$ cat src/source/rtc_bus_pkg.sv
package rtc_bus_pkg;

    ////////////////////////////////////////////////////////////////////////////
    // Widths and fixed values
    ////////////////////////////////////////////////////////////////////////////

    // Bus and field width
    localparam int unsigned DATA_W = 8;

    // External slot counter and write-phase counter width
    localparam int unsigned SLOT_W = 5;

    // Port address of the command register
    localparam logic [DATA_W-1:0] CMD_PORT_DEFAULT = 8'd16;

    // Byte placed on the bus in transfer slots
    localparam logic [DATA_W-1:0] TRANSFER_CODE = 8'hF0;

    // Sequence lengths in slot ticks
    localparam int unsigned READ_STEPS  = 7;
    localparam int unsigned WRITE_STEPS = 14;

    // Bus may be handed to the clock chip above this slot count
    localparam logic [SLOT_W-1:0] RELEASE_AFTER = 5'd11;

    // Read strobe window, both bounds exclusive
    localparam logic [SLOT_W-1:0] STROBE_LO = 5'd23;
    localparam logic [SLOT_W-1:0] STROBE_HI = 5'd29;

    // Write phases below this value always drive the bus
    localparam logic [SLOT_W-1:0] DRIVE_PHASES = 5'd7;

    ////////////////////////////////////////////////////////////////////////////
    // Enumerations
    ////////////////////////////////////////////////////////////////////////////

    // Low two bits of the command byte
    typedef enum logic [1:0] {
        CMD_INIT  = 2'd0,
        CMD_READ  = 2'd1,
        CMD_WRITE = 2'd2,
        CMD_MODE  = 2'd3
    } cmd_e;

    // Source of the byte on the bus
    typedef enum logic [3:0] {
        SEL_INIT, SEL_MODE, SEL_TRANSFER,
        SEL_DAY, SEL_MONTH, SEL_YEAR,
        SEL_SEC, SEL_MIN, SEL_HOUR,
        SEL_ZERO
    } slot_e;

    // Target register for a returned byte
    typedef enum logic [2:0] {
        FLD_DAY, FLD_MONTH, FLD_YEAR,
        FLD_SEC, FLD_MIN, FLD_HOUR,
        FLD_NONE
    } field_e;

endpackage

$ cat src/source/rtc_slot_if.sv
`timescale 1ns/1ps

interface rtc_slot_if;
    import rtc_bus_pkg::*;

    // Current command, decoded once in the sequencer
    cmd_e   mode;

    // Bus source and capture target for the current step
    slot_e  slot;
    field_e capture;

    // High while the design owns the bus
    logic   drive;

    // Returned byte is valid on bus_in
    logic   strobe;

    modport sequencer (
        output mode,
        output slot,
        output capture
    );

    modport driver (
        input  mode,
        input  slot,
        output drive,
        output strobe
    );

    // Field registers read the target and the strobe
    modport capturer (
        input  capture,
        input  strobe
    );

endinterface

$ cat src/source/rtc_step_sequencer.sv
`timescale 1ns/1ps

module rtc_step_sequencer #(
    parameter logic [rtc_bus_pkg::DATA_W-1:0] CMD_PORT = rtc_bus_pkg::CMD_PORT_DEFAULT
) (
    input  logic                           reloj,
    input  logic                           resetM,
    input  logic                           cmd_wr,
    input  logic [rtc_bus_pkg::DATA_W-1:0] port_id,
    input  logic [rtc_bus_pkg::DATA_W-1:0] port_data,
    input  logic                           slot_tick,
    input  logic                           frame_sync,
    input  logic                           read_enable,
    rtc_slot_if.sequencer                  bus
);
    import rtc_bus_pkg::*;

    localparam int unsigned RD_W = $clog2(READ_STEPS);
    localparam int unsigned WR_W = $clog2(WRITE_STEPS);

    // Write table layout: fields, two transfers, fields again
    localparam logic [WR_W-1:0] WR_XFER_FIRST  = 4'd6;
    localparam logic [WR_W-1:0] WR_SECOND_PASS = 4'd8;

    cmd_e            cmd_q;
    logic [RD_W-1:0] rd_step;
    logic [WR_W-1:0] wr_step;
    slot_e           slot_c;
    field_e          field_c;
    logic            cap_en;

    // Field slot for a position 0..5 inside one pass
    function automatic slot_e field_slot(input logic [2:0] idx);
        case (idx)
            3'd0:    return SEL_DAY;
            3'd1:    return SEL_MONTH;
            3'd2:    return SEL_YEAR;
            3'd3:    return SEL_SEC;
            3'd4:    return SEL_MIN;
            3'd5:    return SEL_HOUR;
            default: return SEL_ZERO;
        endcase
    endfunction

    ////////////////////////////////////////////////////////////////////////////
    // Command register
    ////////////////////////////////////////////////////////////////////////////

    always_ff @(posedge reloj)
    begin
        if (resetM)
            cmd_q <= CMD_INIT;
        else if (cmd_wr && port_id == CMD_PORT)
        begin
            // Anything above 3 falls back to init
            if (port_data[DATA_W-1:2] != '0)
                cmd_q <= CMD_INIT;
            else
                cmd_q <= cmd_e'(port_data[1:0]);
        end
    end

    ////////////////////////////////////////////////////////////////////////////
    // Step counters, paced by the external slot tick
    ////////////////////////////////////////////////////////////////////////////

    always_ff @(posedge reloj)
    begin
        if (resetM || frame_sync)
            rd_step <= '0;
        else if (slot_tick)
        begin
            if (rd_step == RD_W'(READ_STEPS - 1))
                rd_step <= '0;
            else
                rd_step <= rd_step + 1'b1;
        end
    end

    always_ff @(posedge reloj)
    begin
        if (resetM || frame_sync)
            wr_step <= '0;
        else if (slot_tick)
        begin
            if (wr_step == WR_W'(WRITE_STEPS - 1))
                wr_step <= '0;
            else
                wr_step <= wr_step + 1'b1;
        end
    end

    ////////////////////////////////////////////////////////////////////////////
    // Slot and capture choice
    ////////////////////////////////////////////////////////////////////////////

    always_comb
    begin
        case (cmd_q)
            CMD_INIT: slot_c = SEL_INIT;
            CMD_MODE: slot_c = SEL_MODE;
            CMD_READ:
            begin
                // Step 0 is the transfer byte, then day through hour
                if (rd_step == '0)
                    slot_c = SEL_TRANSFER;
                else
                    slot_c = field_slot(3'(rd_step - 1'b1));
            end
            CMD_WRITE:
            begin
                if (wr_step < WR_XFER_FIRST)
                    slot_c = field_slot(3'(wr_step));
                else if (wr_step < WR_SECOND_PASS)
                    slot_c = SEL_TRANSFER;
                else
                    slot_c = field_slot(3'(wr_step - WR_SECOND_PASS));
            end
            default: slot_c = SEL_INIT;
        endcase
    end

    // Writes only sample the bus when the control path asks for a read-back
    assign cap_en = (cmd_q == CMD_READ) || (cmd_q == CMD_WRITE && read_enable);

    always_comb
    begin
        case (slot_c)
            SEL_DAY:   field_c = FLD_DAY;
            SEL_MONTH: field_c = FLD_MONTH;
            SEL_YEAR:  field_c = FLD_YEAR;
            SEL_SEC:   field_c = FLD_SEC;
            SEL_MIN:   field_c = FLD_MIN;
            SEL_HOUR:  field_c = FLD_HOUR;
            default:   field_c = FLD_NONE;
        endcase
        if (!cap_en)
            field_c = FLD_NONE;
    end

    assign bus.mode    = cmd_q;
    assign bus.slot    = slot_c;
    assign bus.capture = field_c;

    a_rd_step_range: assert property (
        @(posedge reloj) disable iff (resetM)
        rd_step < RD_W'(READ_STEPS)
    );

endmodule

$ cat src/source/rtc_bus_driver.sv
`timescale 1ns/1ps

module rtc_bus_driver (
    input  logic                           reloj,
    input  logic                           resetM,
    input  logic [rtc_bus_pkg::DATA_W-1:0] init_cmd,
    input  logic [rtc_bus_pkg::DATA_W-1:0] mode_cmd,
    input  logic [rtc_bus_pkg::DATA_W-1:0] day_wr,
    input  logic [rtc_bus_pkg::DATA_W-1:0] month_wr,
    input  logic [rtc_bus_pkg::DATA_W-1:0] year_wr,
    input  logic [rtc_bus_pkg::DATA_W-1:0] sec_wr,
    input  logic [rtc_bus_pkg::DATA_W-1:0] min_wr,
    input  logic [rtc_bus_pkg::DATA_W-1:0] hour_wr,
    input  logic [rtc_bus_pkg::SLOT_W-1:0] slot_count,
    input  logic [rtc_bus_pkg::SLOT_W-1:0] write_phase,
    rtc_slot_if.driver                     bus,
    output logic [rtc_bus_pkg::DATA_W-1:0] bus_out
);
    import rtc_bus_pkg::*;

    logic drive_q;
    logic release_c;
    logic in_window;

    ////////////////////////////////////////////////////////////////////////////
    // Output byte
    ////////////////////////////////////////////////////////////////////////////

    always_ff @(posedge reloj)
    begin
        case (bus.slot)
            SEL_INIT:     bus_out <= init_cmd;
            SEL_MODE:     bus_out <= mode_cmd;
            SEL_TRANSFER: bus_out <= TRANSFER_CODE;
            SEL_DAY:      bus_out <= day_wr;
            SEL_MONTH:    bus_out <= month_wr;
            SEL_YEAR:     bus_out <= year_wr;
            SEL_SEC:      bus_out <= sec_wr;
            SEL_MIN:      bus_out <= min_wr;
            SEL_HOUR:     bus_out <= hour_wr;
            SEL_ZERO:     bus_out <= '0;
            default:      bus_out <= '0;
        endcase
    end

    ////////////////////////////////////////////////////////////////////////////
    // Bus direction
    ////////////////////////////////////////////////////////////////////////////

    // Late part of the slot belongs to the clock chip
    assign release_c = slot_count > RELEASE_AFTER;

    always_ff @(posedge reloj)
    begin
        if (resetM)
            drive_q <= 1'b1;
        else
        begin
            case (bus.mode)
                CMD_INIT, CMD_MODE:
                    drive_q <= 1'b1;
                CMD_READ:
                    drive_q <= !release_c;
                CMD_WRITE:
                begin
                    // Early write phases hold the bus for the whole slot
                    if (write_phase < DRIVE_PHASES)
                        drive_q <= 1'b1;
                    else
                        drive_q <= !release_c;
                end
                default:
                    drive_q <= 1'b1;
            endcase
        end
    end

    ////////////////////////////////////////////////////////////////////////////
    // Read strobe
    ////////////////////////////////////////////////////////////////////////////

    assign in_window  = (slot_count > STROBE_LO) && (slot_count < STROBE_HI);

    assign bus.drive  = drive_q;
    assign bus.strobe = !drive_q && in_window;

    // A strobe only follows an edge that saw the slot count past release
    a_strobe_released: assert property (
        @(posedge reloj) disable iff (resetM)
        bus.strobe |-> $past(release_c)
    );

endmodule

$ cat src/source/rtc_field_capture.sv
`timescale 1ns/1ps

module rtc_field_capture (
    input  logic                           reloj,
    input  logic                           resetM,
    input  logic [rtc_bus_pkg::DATA_W-1:0] bus_in,
    rtc_slot_if.capturer                   bus,
    output logic [rtc_bus_pkg::DATA_W-1:0] day_rd,
    output logic [rtc_bus_pkg::DATA_W-1:0] month_rd,
    output logic [rtc_bus_pkg::DATA_W-1:0] year_rd,
    output logic [rtc_bus_pkg::DATA_W-1:0] sec_rd,
    output logic [rtc_bus_pkg::DATA_W-1:0] min_rd,
    output logic [rtc_bus_pkg::DATA_W-1:0] hour_rd
);
    import rtc_bus_pkg::*;

    // Each field holds its last returned byte until the next capture
    always_ff @(posedge reloj)
    begin
        if (resetM)
        begin
            day_rd   <= '0;
            month_rd <= '0;
            year_rd  <= '0;
            sec_rd   <= '0;
            min_rd   <= '0;
            hour_rd  <= '0;
        end
        else if (bus.strobe)
        begin
            case (bus.capture)
                FLD_DAY:   day_rd   <= bus_in;
                FLD_MONTH: month_rd <= bus_in;
                FLD_YEAR:  year_rd  <= bus_in;
                FLD_SEC:   sec_rd   <= bus_in;
                FLD_MIN:   min_rd   <= bus_in;
                FLD_HOUR:  hour_rd  <= bus_in;
                // Transfer, init and mode slots carry nothing to keep
                default:   ;
            endcase
        end
    end

    // Strobe comes from the driver, capture from the sequencer
    a_capture_known: assert property (
        @(posedge reloj) disable iff (resetM)
        bus.strobe |-> !$isunknown(bus.capture)
    );

endmodule

$ cat src/source/rtc_bus_top.sv
`timescale 1ns/1ps

module rtc_bus_top #(
    parameter logic [rtc_bus_pkg::DATA_W-1:0] CMD_PORT = rtc_bus_pkg::CMD_PORT_DEFAULT
) (
    input  logic                           reloj,
    input  logic                           resetM,

    // Processor port writes
    input  logic                           cmd_wr,
    input  logic [rtc_bus_pkg::DATA_W-1:0] port_id,
    input  logic [rtc_bus_pkg::DATA_W-1:0] port_data,

    // Timing from the control path
    input  logic                           slot_tick,
    input  logic                           frame_sync,
    input  logic                           read_enable,
    input  logic [rtc_bus_pkg::SLOT_W-1:0] slot_count,
    input  logic [rtc_bus_pkg::SLOT_W-1:0] write_phase,

    // Bytes to send
    input  logic [rtc_bus_pkg::DATA_W-1:0] init_cmd,
    input  logic [rtc_bus_pkg::DATA_W-1:0] mode_cmd,
    input  logic [rtc_bus_pkg::DATA_W-1:0] day_wr,
    input  logic [rtc_bus_pkg::DATA_W-1:0] month_wr,
    input  logic [rtc_bus_pkg::DATA_W-1:0] year_wr,
    input  logic [rtc_bus_pkg::DATA_W-1:0] sec_wr,
    input  logic [rtc_bus_pkg::DATA_W-1:0] min_wr,
    input  logic [rtc_bus_pkg::DATA_W-1:0] hour_wr,

    // Clock chip bus, split into both directions
    input  logic [rtc_bus_pkg::DATA_W-1:0] bus_in,
    output logic [rtc_bus_pkg::DATA_W-1:0] bus_out,
    output logic                           bus_oe,
    output logic                           read_strobe,
    output rtc_bus_pkg::slot_e             drive_sel,

    // Returned fields
    output logic [rtc_bus_pkg::DATA_W-1:0] day_rd,
    output logic [rtc_bus_pkg::DATA_W-1:0] month_rd,
    output logic [rtc_bus_pkg::DATA_W-1:0] year_rd,
    output logic [rtc_bus_pkg::DATA_W-1:0] sec_rd,
    output logic [rtc_bus_pkg::DATA_W-1:0] min_rd,
    output logic [rtc_bus_pkg::DATA_W-1:0] hour_rd
);

    rtc_slot_if bus_if ();

    rtc_step_sequencer #(
        .CMD_PORT (CMD_PORT)
    ) u_sequencer (
        .reloj       (reloj),
        .resetM      (resetM),
        .cmd_wr      (cmd_wr),
        .port_id     (port_id),
        .port_data   (port_data),
        .slot_tick   (slot_tick),
        .frame_sync  (frame_sync),
        .read_enable (read_enable),
        .bus         (bus_if.sequencer)
    );

    rtc_bus_driver u_driver (
        .reloj       (reloj),
        .resetM      (resetM),
        .init_cmd    (init_cmd),
        .mode_cmd    (mode_cmd),
        .day_wr      (day_wr),
        .month_wr    (month_wr),
        .year_wr     (year_wr),
        .sec_wr      (sec_wr),
        .min_wr      (min_wr),
        .hour_wr     (hour_wr),
        .slot_count  (slot_count),
        .write_phase (write_phase),
        .bus         (bus_if.driver),
        .bus_out     (bus_out)
    );

    rtc_field_capture u_capture (
        .reloj    (reloj),
        .resetM   (resetM),
        .bus_in   (bus_in),
        .bus      (bus_if.capturer),
        .day_rd   (day_rd),
        .month_rd (month_rd),
        .year_rd  (year_rd),
        .sec_rd   (sec_rd),
        .min_rd   (min_rd),
        .hour_rd  (hour_rd)
    );

    // Status seen by the control path
    assign bus_oe      = bus_if.drive;
    assign read_strobe = bus_if.strobe;
    assign drive_sel   = bus_if.slot;

endmodule

$ cat config.mk
export PLATFORM = sky130hd
export DESIGN_NAME = rtc_bus_top
export DESIGN_NICKNAME = d
export VERILOG_FILES = /design/src/source/rtc_bus_pkg.sv /design/src/source/rtc_slot_if.sv /design/src/source/rtc_step_sequencer.sv /design/src/source/rtc_bus_driver.sv /design/src/source/rtc_field_capture.sv /design/src/source/rtc_bus_top.sv
export SDC_FILE = /design/constraint.sdc
export NUM_CORES = 1
export LEC_CHECK = 0
export ABC_AREA = 1
export BUFFER_PORTS_ARGS = -buffer_cell sky130_fd_sc_hd__buf_2
export CAP_MARGIN = 0
export CORE_UTILIZATION = 47
export DETAILED_ROUTE_END_ITERATION = 8
export HOLD_SLACK_MARGIN = 0.15
export PLACE_DENSITY = 0.81
export SLEW_MARGIN = 20
export SYNTH_ARGS = -nofsm -noshare
export SYNTH_HDL_FRONTEND = slang
export SYNTH_HIERARCHICAL = 1
export SYNTH_SLANG_ARGS = --single-unit
$ cat constraint.sdc
create_clock -name reloj -period 3.1 [get_ports reloj]
set_input_delay 0.31 -clock reloj [delete_from_list [all_inputs] [get_ports reloj]]
set_output_delay 0.31 -clock reloj [all_outputs]
set_load 0.02 [all_outputs]
==> results by group, run 1 <==
STA
  – Unrepaired setup endpoints after global routing: no
  – Fin crit share: 79.0%
  – Fin Setup TNS: 0 ps
  – Hold Fails Final Rpt: 0
  – Slew HR: 51.3%
  – Fin Hold WS: 197 ps
  – FMAX: 408 MHz
  – Layout Skew: 7.50 ps
  – Slew at the pin with the worst max-slew slack: 728 ps
  – Max Slew Vio Count: 0
  – Final Setup Violations: 0
  – Minimum clock period: 2450 ps
  – Final worst setup slack: 651 ps

Power
  – Tot Pwr: 1.75 mW
  – Cell Pwr Density: 380 mW/mm^2
  – Peak supply drop: 0.000209 V
  – Lkg Pwr: 2.38 nW

Synthesis
  – Syn Nets: 662
  – Avg Inst Size Synth: 6.33 um^2
  – #FFs+latches synth: 66
  – Mapped Area: 0.00352 mm^2
  – Synth unique cells: 30
  – Seq/Total Area, Yosys: 37.5%
  – Ys Warns: 6
  – Post-synthesis cell count: 556

GRT
  – First-pass GRT wire length: 16.0 mm
  – Vias in the first global route: 3531
  – Initial antenna violation count: 0
  – Total track usage: 26.6%
  – Grt ovf: 0
  – Largest net degree at the start of global routing: 43

Clock network
  – Post-CTS setup repair buffer count: 0
  – Hold bufs inserted after CTS: 0
  – Worst-Skew Late Latency: 340 ps
  – Max H-tree Level: 3
  – PostCTS Resize Cnt: 0
  – CTS tree: done
  – Clk sinks: 66
  – CTS Root Cell: clkbuf_8
  – Clock slew at reported path FFs: 70 ps
  – Num CTS Buffers: 9
  – Clock Path Buffers: 2

Worst setup path
  – CP arrival: 2680 ps
  – Kind of end point of the critical path: flip-flop
  – Critical Path Max Stage Delay: 450 ps
  – Crit path required time: 3340 ps
  – Worst-path cell chain: inv_1 -> nor2_4 -> nand2_1 -> o22ai_2 -> nand4_1 -> a21oi_1 -> inv_2 -> nor2_4 -> nand3_1 -> nand2_1 -> nor2_1
  – Kind of critical path: flip-flop to flip-flop
  – Crit path max fanout: 16
  – Critical-path top delay cell: a21oi_1
  – CP startpoint kind: flip-flop

Run status
  – Status: finished, final reports clean

Layout
  – Fin nets: 825
  – Area grow syn2layout: 30.8%
  – Share of post-route cells with drive strength above 1: 30.4%
  – Fin area: 0.00461 mm^2
  – Antenna Cells: 0
  – Most frequent cells in the layout: buf_2 (165), nor2_1 (140), nand2_1 (126)
  – Commonest non-fill, non-tap cell in the layout: buf_2
  – Final Util: 63.5%
  – Final cell count without fillers: 823

Die
  – Die W: 88.6 um
  – Initial Util: 48.6%
  – Die Span Y: 88.6 um
  – Core area: 0.00725 mm^2
  – Row count: 31
  – Die Footprint: 0.00784 mm^2
  – Ports: 166

Routing
  – Drt wl/cell: 12.4 um
  – Routed vias: 4128
  – Vias per inst: 5.02
  – Routed wire length: 10.2 mm
  – DRC Markers: 0
  – Post-route ant nets: 0
  – TritonRoute pass-1 iters: 5
  – DRT iter0 DRCs: 290

Placed design
  – Place WS: 679 ps
  – Placed Area: 0.00440 mm^2
  – Number of cells after detailed placement: 807
  – DP HPWL: 7.74 mm
  – GP Congestion: 0.959
  – PortBufs: 165

Job
  – Max Cap Viol: 0

Worst hold path
  – Worst hold path type: input port to flip-flop
==> synth_stat cells <==
| cell type | instances | area (um^2) |
|---|---|---|
| and3_1 | 1 | 6.26 |
| inv_1 | 39 | 146 |
| or2_2 | 2 | 12.5 |
| nor2_2 | 12 | 75.1 |
| o22ai_2 | 1 | 12.5 |
| a21oi_1 | 7 | 35.0 |
| ha_1 | 2 | 25.0 |
| and3_2 | 1 | 7.51 |
| nor3b_1 | 1 | 7.51 |
| nand2_1 | 126 | 473 |
| nor2_1 | 140 | 526 |
| nand3_2 | 2 | 20.0 |
| a31oi_1 | 1 | 6.26 |
| inv_2 | 6 | 22.5 |
| a211oi_1 | 2 | 15.0 |
| nand3_1 | 107 | 536 |
| buf_4 | 1 | 7.51 |
| o21a_1 | 1 | 7.51 |
| o21ai_0 | 7 | 35.0 |
| buf_2 | 9 | 45.0 |
| buf_1 | 4 | 15.0 |
| a21oi_2 | 1 | 8.76 |
| nand2_4 | 2 | 22.5 |
| nor3_1 | 2 | 10.0 |
| buf_6 | 2 | 22.5 |
| or2_4 | 1 | 8.76 |
| nand2_2 | 2 | 12.5 |
| nor2_4 | 6 | 67.6 |
| nand4_1 | 2 | 12.5 |
| dfxtp_1 | 66 | 1320 |
==> state kept, by name, summed over array words and instances, names as in the netlist, 4 cells and up <==
signal / flops
u_capture/day_rd: 8
u_sequencer/wr_step: 4
u_capture/year_rd: 8
u_capture/hour_rd: 8
u_capture/sec_rd: 8
u_capture/month_rd: 8
u_capture/min_rd: 8
u_driver/bus_out: 8
==> kinds of logic (layout without fill, tap and decap cells) <==
| logic type | after synthesis | in the layout | synth area share [%] |
|---|---|---|---|
| AND/OR/NAND/NOR | 407 | 407 | 51.0 |
| flip-flops | 66 | 66 | 37.5 |
| buffers and inverters | 61 | 229 | 7.35 |
| AO/OA/AOI/OAI | 20 | 20 | 3.41 |
| adder cells (fa/ha/maj) | 2 | 2 | 0.710 |
==> metal layers <==
metal  track usage [%]  vias up  wire length, um
met5                 0        -                0
met4              10.7        0              184
met3              7.18       17              832
met2              43.1      192             4830
met1              33.6     1831             4340
li1                  -     2088                -
==> critical path: cells and delay by family (launching register included) <==
kind | cells | cell delay [ps]
simple gates | 7 | 980
compound gates | 2 | 690
flops | 1 | 430
buf+inv | 2 | 250
==> report_power, final <==
part	internal (mW)	switching, mW
clock	0.394	0.340
combinational	0.0715	0.0834
sequential	0.856	0.00428
==> final cells by class <==
| type | instances | area [um^2] |
|---|---|---|
| multi-input combinational | 429 | 1940 |
| clock buffer | 10 | 138 |
| sequential | 66 | 1320 |
| timing repair buffer | 168 | 848 |
| inverter | 45 | 169 |
| tap | 99 | 124 |
| fill | 705 | 2650 |
| clock inverter | 6 | 65.1 |
==> worst paths after layout <==
kind,from,end,cells past startpoint,slack [ps]
max,u_sequencer/bus.mode[1],u_capture/hour_rd[1],11,650
min,init_cmd[1],u_driver/bus_out[1],3,200
max reg2reg,u_sequencer/bus.mode[1],u_capture/hour_rd[1],11,650
min reg2reg,u_capture/min_rd[2],u_capture/min_rd[2],2,480
(Power assumes the default switching activity.)
==> run 2, diff against run 1 <==
--- a/config.mk
+++ b/config.mk
@@ -5,13 +5,13 @@
 export SDC_FILE = /design/constraint.sdc
 export NUM_CORES = 1
 export LEC_CHECK = 0
-export ABC_AREA = 1
+export ABC_AREA = 0
 export BUFFER_PORTS_ARGS = -buffer_cell sky130_fd_sc_hd__buf_2
 export CAP_MARGIN = 0
 export CORE_UTILIZATION = 47
 export DETAILED_ROUTE_END_ITERATION = 8
 export HOLD_SLACK_MARGIN = 0.15
-export PLACE_DENSITY = 0.81
+export PLACE_DENSITY = 0.8
 export SLEW_MARGIN = 20
 export SYNTH_ARGS = -nofsm -noshare
 export SYNTH_HDL_FRONTEND = slang
==> constraint.sdc (replaced) <==
create_clock -name reloj -period 2.5 [get_ports reloj]
set_input_delay 0.25 -clock reloj [delete_from_list [all_inputs] [get_ports reloj]]
set_output_delay 0.25 -clock reloj [all_outputs]
set_load 0.02 [all_outputs]
==> results by group, run 2 <==
Run status
  – Status: finished, final reports clean

Synthesis
  – Synth Flop Type: dfxtp_1
  – Synth unique cells: 65 (+120%)
  – Share of the synthesized area in the top cell type: 36.7% (-0.86 points)
  – Largest cells by area after synthesis: dfxtp_1 (37%), mux2i_1 (17%), nand2b_1 (10%)
  – Seq/Total Area, Yosys: 36.7% (-0.86 points)
  – Post-synth EDFFs: 0 (unchanged)
  – Syn Nets: 476 (-28%)
  – Post-synthesis cell count: 370 (-33%)
  – Ys Warns: 6 (unchanged)
  – Most numerous cell in the Yosys netlist: dfxtp_1
  – Avg Inst Size Synth: 9.74 um^2 (+54%)
  – #FFs+latches synth: 66 (unchanged)
  – Mapped Area: 0.00360 mm^2 (+2.3%)
  – Async S/R FF share, synth: 0% (unchanged)
  – Most frequent cells after synthesis: dfxtp_1 (66), mux2i_1 (61), nand2b_1 (59)
  – Cell taking the most area after synthesis: dfxtp_1

Routing
  – DRT iter0 DRCs: 143 (-51%)
  – Vias per inst: 5.35 (+6.6%)
  – Routed vias: 3433 (-17%)
  – Routed wire length: 9.60 mm (-5.8%)
  – Drt wl/cell: 14.9 um (+21%)
  – DRC Markers: 0 (unchanged)
  – Post-route ant nets: 0 (unchanged)
  – TritonRoute pass-1 iters: 4 (-1)

Job
  – Max Cap Viol: 0 (unchanged)

Power
  – Sequential share of power: 43.6% (-5.6 points)
  – Internal Pwr Total: 1.93 mW (+46%)
  – Reported net switching power: 505 uW (+18%)
  – Tot Pwr: 2.44 mW (+39%)
  – Cell Pwr Density: 509 mW/mm^2 (+34%)
  – Combinational share of power: 7.8% (-1.1 points)
  – Switching Share: 20.7% (-3.8 points)
  – Lkg Pwr: 2.39 nW (+0.56%)
  – Clk network pwr share: 48.6% (+6.6 points)
  – Peak supply drop: 0.000323 V (+54%)

Die
  – Core area: 0.00733 mm^2 (+1.1%)
  – Die Span Y: 89.6 um (+1.1%)
  – Row count: 31 (unchanged)
  – Ports: 166 (unchanged)
  – Die W: 89.6 um (+1.1%)
  – Die Footprint: 0.00802 mm^2 (+2.3%)
  – Initial Util: 49.2% (+0.61 points)

Clock network
  – Worst-Skew Late Latency: 340 ps (about the same)
  – Post-CTS setup repair buffer count: 0 (unchanged)
  – Num CTS Buffers: 9 (unchanged)
  – CTS Root Cell: clkbuf_8
  – Clock slew at reported path FFs: 70 ps (about the same)
  – Clk sinks: 66 (unchanged)
  – Hold bufs inserted after CTS: 0 (unchanged)
  – Clock Path Buffers: 2 (unchanged)
  – CTS tree: done
  – PostCTS Resize Cnt: 0 (unchanged)
  – Max H-tree Level: 3 (unchanged)

Layout
  – Fin area: 0.00479 mm^2 (+3.9%)
  – Antenna Cells: 0 (unchanged)
  – Layout fillers: 606 (-14%)
  – Commonest non-fill, non-tap cell in the layout: buf_2
  – Fin nets: 644 (-22%)
  – Final cell count without fillers: 642 (-22%)
  – Area grow syn2layout: 32.8%
  – Multi-input logic area: 0.00208 mm^2 (+7.0%)
  – Reg area: 0.00132 mm^2 (unchanged)
  – Share of post-route cells with drive strength above 1: 40.7% (+10 points)
  – Final Util: 65.3% (+1.8 points)
  – Most frequent cells in the layout: buf_2 (165), dfxtp_1 (66), mux2i_1 (61)

GRT
  – Largest net degree at the start of global routing: 46 (+7.0%)
  – First-pass GRT wire length: 14.7 mm (-7.8%)
  – Initial antenna violation count: 0 (unchanged)
  – Vias in the first global route: 3177 (-10%)
  – Grt ovf: 0 (unchanged)
  – Total track usage: 24.1% (-2.4 points)

STA
  – Fin crit share: 96.9% (+18 points)
  – Fin Hold WS: 190 ps (-6.86 ps)
  – Final Setup Violations: 0 (unchanged)
  – FMAX: 413 MHz (+1.1%)
  – Unrepaired setup endpoints after global routing: no
  – Final worst setup slack: 76.6 ps (-574 ps)
  – Fin Setup TNS: 0 ps (unchanged)
  – Hold Fails Final Rpt: 0 (unchanged)
  – Slew HR: 61.4% (+10 points)
  – Minimum clock period: 2420 ps (-26.0 ps)
  – Slew at the pin with the worst max-slew slack: 580 ps (-148 ps)
  – Max Slew Vio Count: 0 (unchanged)
  – Layout Skew: 5.74 ps (-1.76 ps)

Worst setup path
  – Kind of critical path: flip-flop to flip-flop
  – Crit path required time: 2710 ps (-630 ps)
  – Kind of end point of the critical path: flip-flop
  – Crit path max fanout: 8 (-8)
  – CP arrival: 2630 ps (-50 ps)
  – CP startpoint kind: flip-flop

Placed design
  – PortBufs: 165 (unchanged)
  – DP HPWL: 7.19 mm (-7.1%)
  – Number of cells after detailed placement: 626 (-22%)
  – Place WS: 93.6 ps (-585 ps)
  – Placed Area: 0.00452 mm^2 (+2.7%)
  – GP Congestion: 0.817 (-15%)

Worst hold path
  – Worst hold path type: input port to flip-flop
==> run 2: cell count changes after synthesis, moves of 6 or more <==
cell      change
clkbuf_1     +10
nand2b_1     +59
nand2_1     -113
nor2_2       -11
nor2_4        -6
a31oi_1       +6
nor2_1      -123
nand3_1     -103
inv_2         -6
mux2i_1      +61
inv_1        -34
==> run 2: routing by layer <==
layer  up-vias  wire, um  track usage [%]
li1       1672         -                -
met1      1610      4130             28.7
met2       132      4760             42.5
met3        19       504             5.12
met4         0       202             9.38
met5         -         0                0
==> run 2: final timing paths <==
kind	startpoint	end	slack, ps	depth (start not counted)
worst max-delay path	u_sequencer/wr_step[0]	u_capture/day_rd[4]	80	7
worst max register to register	u_sequencer/wr_step[0]	u_capture/day_rd[4]	80	7
worst min register to register	u_capture/month_rd[6]	u_capture/month_rd[6]	470	2
worst min-delay path	slot_count[4]	u_driver/bus.drive	190	4
==> run 2: worst max-delay path, stage by stage (launching register included) <==
cell and delay, ps:
dfxtp_1 310, or3_1 380, and3_4 180, or3_1 360, mux2_4 270, or4b_1 470
buf_4 200, mux2i_1 130
==> run 2: cell type report <==
class                   count  area share, %
flip-flops and latches     66           27.6
inverters                   5          0.392
well taps                  99           2.59
clock inverters             6           2.88
multi-input cells         272           43.4
repair buffers            184           20.5
clock buffers              10           2.67
==> run 2: cell families (layout without fill, tap and decap cells) <==
group	count (synthesis)	in the layout	share of synthesized area, %
buffers and inverters	32	205	5.94
AND/OR/NAND/NOR	144	144	25.0
flip-flops	66	66	36.7
multiplexers	67	67	19.3
XOR/XNOR	1	1	0.243
adder cells (fa/ha/maj)	2	2	0.694
AO/OA/AOI/OAI	58	58	12.1
==> run 2: power by group through the flow <==
stage	Sequential (mW)	Combinational [mW]	Clock, mW
2_1_floorplan	1.10	0.0764	0
3_3_place_gp	1.09	0.183	0
3_5_place_dp	1.09	0.187	0
4_1_cts	1.06	0.189	1.21
5_1_grt	1.06	0.206	1.26
6_report	1.06	0.189	1.19
==> run 3, diff against run 2 <==
--- a/config.mk
+++ b/config.mk
@@ -8,10 +8,10 @@
 export ABC_AREA = 0
 export BUFFER_PORTS_ARGS = -buffer_cell sky130_fd_sc_hd__buf_2
 export CAP_MARGIN = 0
-export CORE_UTILIZATION = 47
+export CORE_UTILIZATION = 51
 export DETAILED_ROUTE_END_ITERATION = 8
 export HOLD_SLACK_MARGIN = 0.15
-export PLACE_DENSITY = 0.8
+export PLACE_DENSITY = 0.86
 export SLEW_MARGIN = 20
 export SYNTH_ARGS = -nofsm -noshare
 export SYNTH_HDL_FRONTEND = slang
==> constraint.sdc (replaced) <==
create_clock -name reloj -period 2.93 [get_ports reloj]
set_input_delay 0.293 -clock reloj [delete_from_list [all_inputs] [get_ports reloj]]
set_output_delay 0.293 -clock reloj [all_outputs]
set_load 0.02 [all_outputs]
==> results by group, run 3 (synthesis results as in run 2) <==
Run status
  – Status: finished, final reports clean

Clock network
  – Hold bufs inserted after CTS: 0 (unchanged)
  – PostCTS Resize Cnt: 0 (unchanged)
  – Worst-Skew Late Latency: 340 ps (about the same)
  – Post-CTS setup repair buffer count: 0 (unchanged)
  – Clock Path Buffers: 2 (unchanged)
  – CTS Root Cell: clkbuf_8
  – Num CTS Buffers: 9 (unchanged)
  – CTS tree: done
  – Max H-tree Level: 3 (unchanged)
  – Clk sinks: 66 (unchanged)
  – Clock slew at reported path FFs: 70 ps (about the same)

Routing
  – Drt wl/cell: 15.2 um (+1.4%)
  – DRC Markers: 0 (unchanged)
  – Routed vias: 3337 (-2.8%)
  – Post-route ant nets: 0 (unchanged)
  – TritonRoute pass-1 iters: 4 (unchanged)
  – DRT iter0 DRCs: 217 (+52%)
  – Routed wire length: 9.49 mm (-1.1%)
  – Vias per inst: 5.33 (-0.31%)

Power
  – Cell Pwr Density: 381 mW/mm^2 (-25%)
  – Peak supply drop: 0.000211 V (-35%)
  – Lkg Pwr: 2.28 nW (-4.6%)

STA
  – Unrepaired setup endpoints after global routing: no
  – Minimum clock period: 2680 ps (+257 ps)
  – Final worst setup slack: 250 ps (+173 ps)
  – Slew HR: 51.6% (-9.8 points)
  – Fin crit share: 91.5% (-5.5 points)
  – Layout Skew: 7.59 ps (+1.85 ps)
  – Max Slew Vio Count: 0 (unchanged)
  – Slew at the pin with the worst max-slew slack: 727 ps (+147 ps)
  – FMAX: 373 MHz (-9.6%)
  – Fin Setup TNS: 0 ps (unchanged)
  – Final Setup Violations: 0 (unchanged)
  – Hold Fails Final Rpt: 0 (unchanged)

Die
  – Die Span Y: 86.1 um (-3.9%)
  – Die Footprint: 0.00741 mm^2 (-7.7%)
  – Row count: 30 (-3.2%)
  – Die W: 86.1 um (-3.9%)
  – Ports: 166 (unchanged)
  – Core area: 0.00679 mm^2 (-7.3%)
  – Initial Util: 53.1% (+3.9 points)

GRT
  – Grt ovf: 0 (unchanged)
  – Largest net degree at the start of global routing: 61 (+33%)
  – Total track usage: 25.1% (+0.94 points)
  – First-pass GRT wire length: 14.5 mm (-1.5%)
  – Vias in the first global route: 3111 (-2.1%)
  – Initial antenna violation count: 0 (unchanged)

Worst setup path
  – Crit path required time: 3140 ps (+430 ps)
  – R2R cell count: 6 (-1)
  – CP startpoint kind: flip-flop
  – Crit path max fanout: 11 (+3)
  – Kind of end point of the critical path: flip-flop
  – CP arrival: 2890 ps (+260 ps)
  – Kind of critical path: flip-flop to flip-flop

Placed design
  – DP HPWL: 7.00 mm (-2.6%)
  – Place WS: 266 ps (+172 ps)
  – PortBufs: 165 (unchanged)
  – GP Congestion: 0.881 (+7.8%)
  – Placed Area: 0.00441 mm^2 (-2.5%)

Job
  – Max Cap Viol: 0 (unchanged)

Layout
  – Commonest non-fill, non-tap cell in the layout: buf_2
  – Area grow syn2layout: 27.2%
  – Multi-input logic area: 0.00208 mm^2 (unchanged)
  – Share of post-route cells with drive strength above 1: 39.2% (-1.5 points)
  – Fin area: 0.00459 mm^2 (-4.2%)
  – Fin nets: 631 (-2.0%)
  – Most frequent cells in the layout: buf_2 (165), dfxtp_1 (66), mux2i_1 (61)
  – Reg area: 0.00132 mm^2 (unchanged)
  – Final Util: 67.5% (+2.2 points)
  – Layout fillers: 562 (-7.3%)
  – Antenna Cells: 0 (unchanged)

Worst hold path
  – Worst hold path type: input port to flip-flop
  – Hold path cells: 3 (-1)
==> run 3: changes by cell type in the layout (fill, tap and decap cells not counted) <==
cell,before,now
a21boi_0,0,1
a21boi_1,1,0
and4bb_1,1,2
and4bb_2,1,0
buf_12,1,0
buf_4,18,6
bufinv_16,4,0
clkbuf_1,1,0
clkbuf_8,9,10
clkinv_2,0,2
clkinv_4,1,0
clkinvlp_4,0,3
==> run 3: per-stage QoR <==
stage | power [mW] | hold WS (ps) | std cells
after floorplan | 1.00 | 365 | 370
after global placement | 1.08 | 458 | 610
after detailed placement | 1.09 | 458 | 610
after CTS | 1.76 | 227 | 626
after global routing | 1.82 | 260 | 626
final | 1.75 | 251 | 626
==> run 3: area by class of cell <==
cell class | count | area share (%)
clock buffers | 10 | 3.00
clock inverters | 6 | 0.900
inverters | 5 | 0.409
multi-input cells | 272 | 45.3
flip-flops and latches | 66 | 28.8
well taps | 96 | 2.62
repair buffers | 171 | 19.0
==> run 3: final timing paths <==
path                                        startpoint                    to  slack [ps]
worst max register to register  u_sequencer/wr_step[0]   u_capture/day_rd[2]         250
worst max-delay path            u_sequencer/wr_step[0]   u_capture/day_rd[2]         250
worst min-delay path                         sec_wr[7]   u_driver/bus_out[7]         250
worst min register to register    u_capture/year_rd[7]  u_capture/year_rd[7]         470
==> run 3: critical path, stage by stage, from the launching register on <==
cell and delay (ps):
dfxtp_1 400, or3_1 390, and3_4 180, or3_1 360, mux2_4 300, or4b_1 720, mux2i_1 200
==> run 3: layer usage <==
layer  wire length [um]  global-route usage [%]
met1               3990                    31.2
met2               4650                    42.0
met3                618                    5.68
met4                224                    9.85
met5                  0                       0
==> run 3: where the power goes <==
group	leakage (nW)	switching, mW	internal [mW]
combinational	1.66	0.0689	0.0878
clock	0.0847	0.352	0.329
sequential	0.535	0.00536	0.904
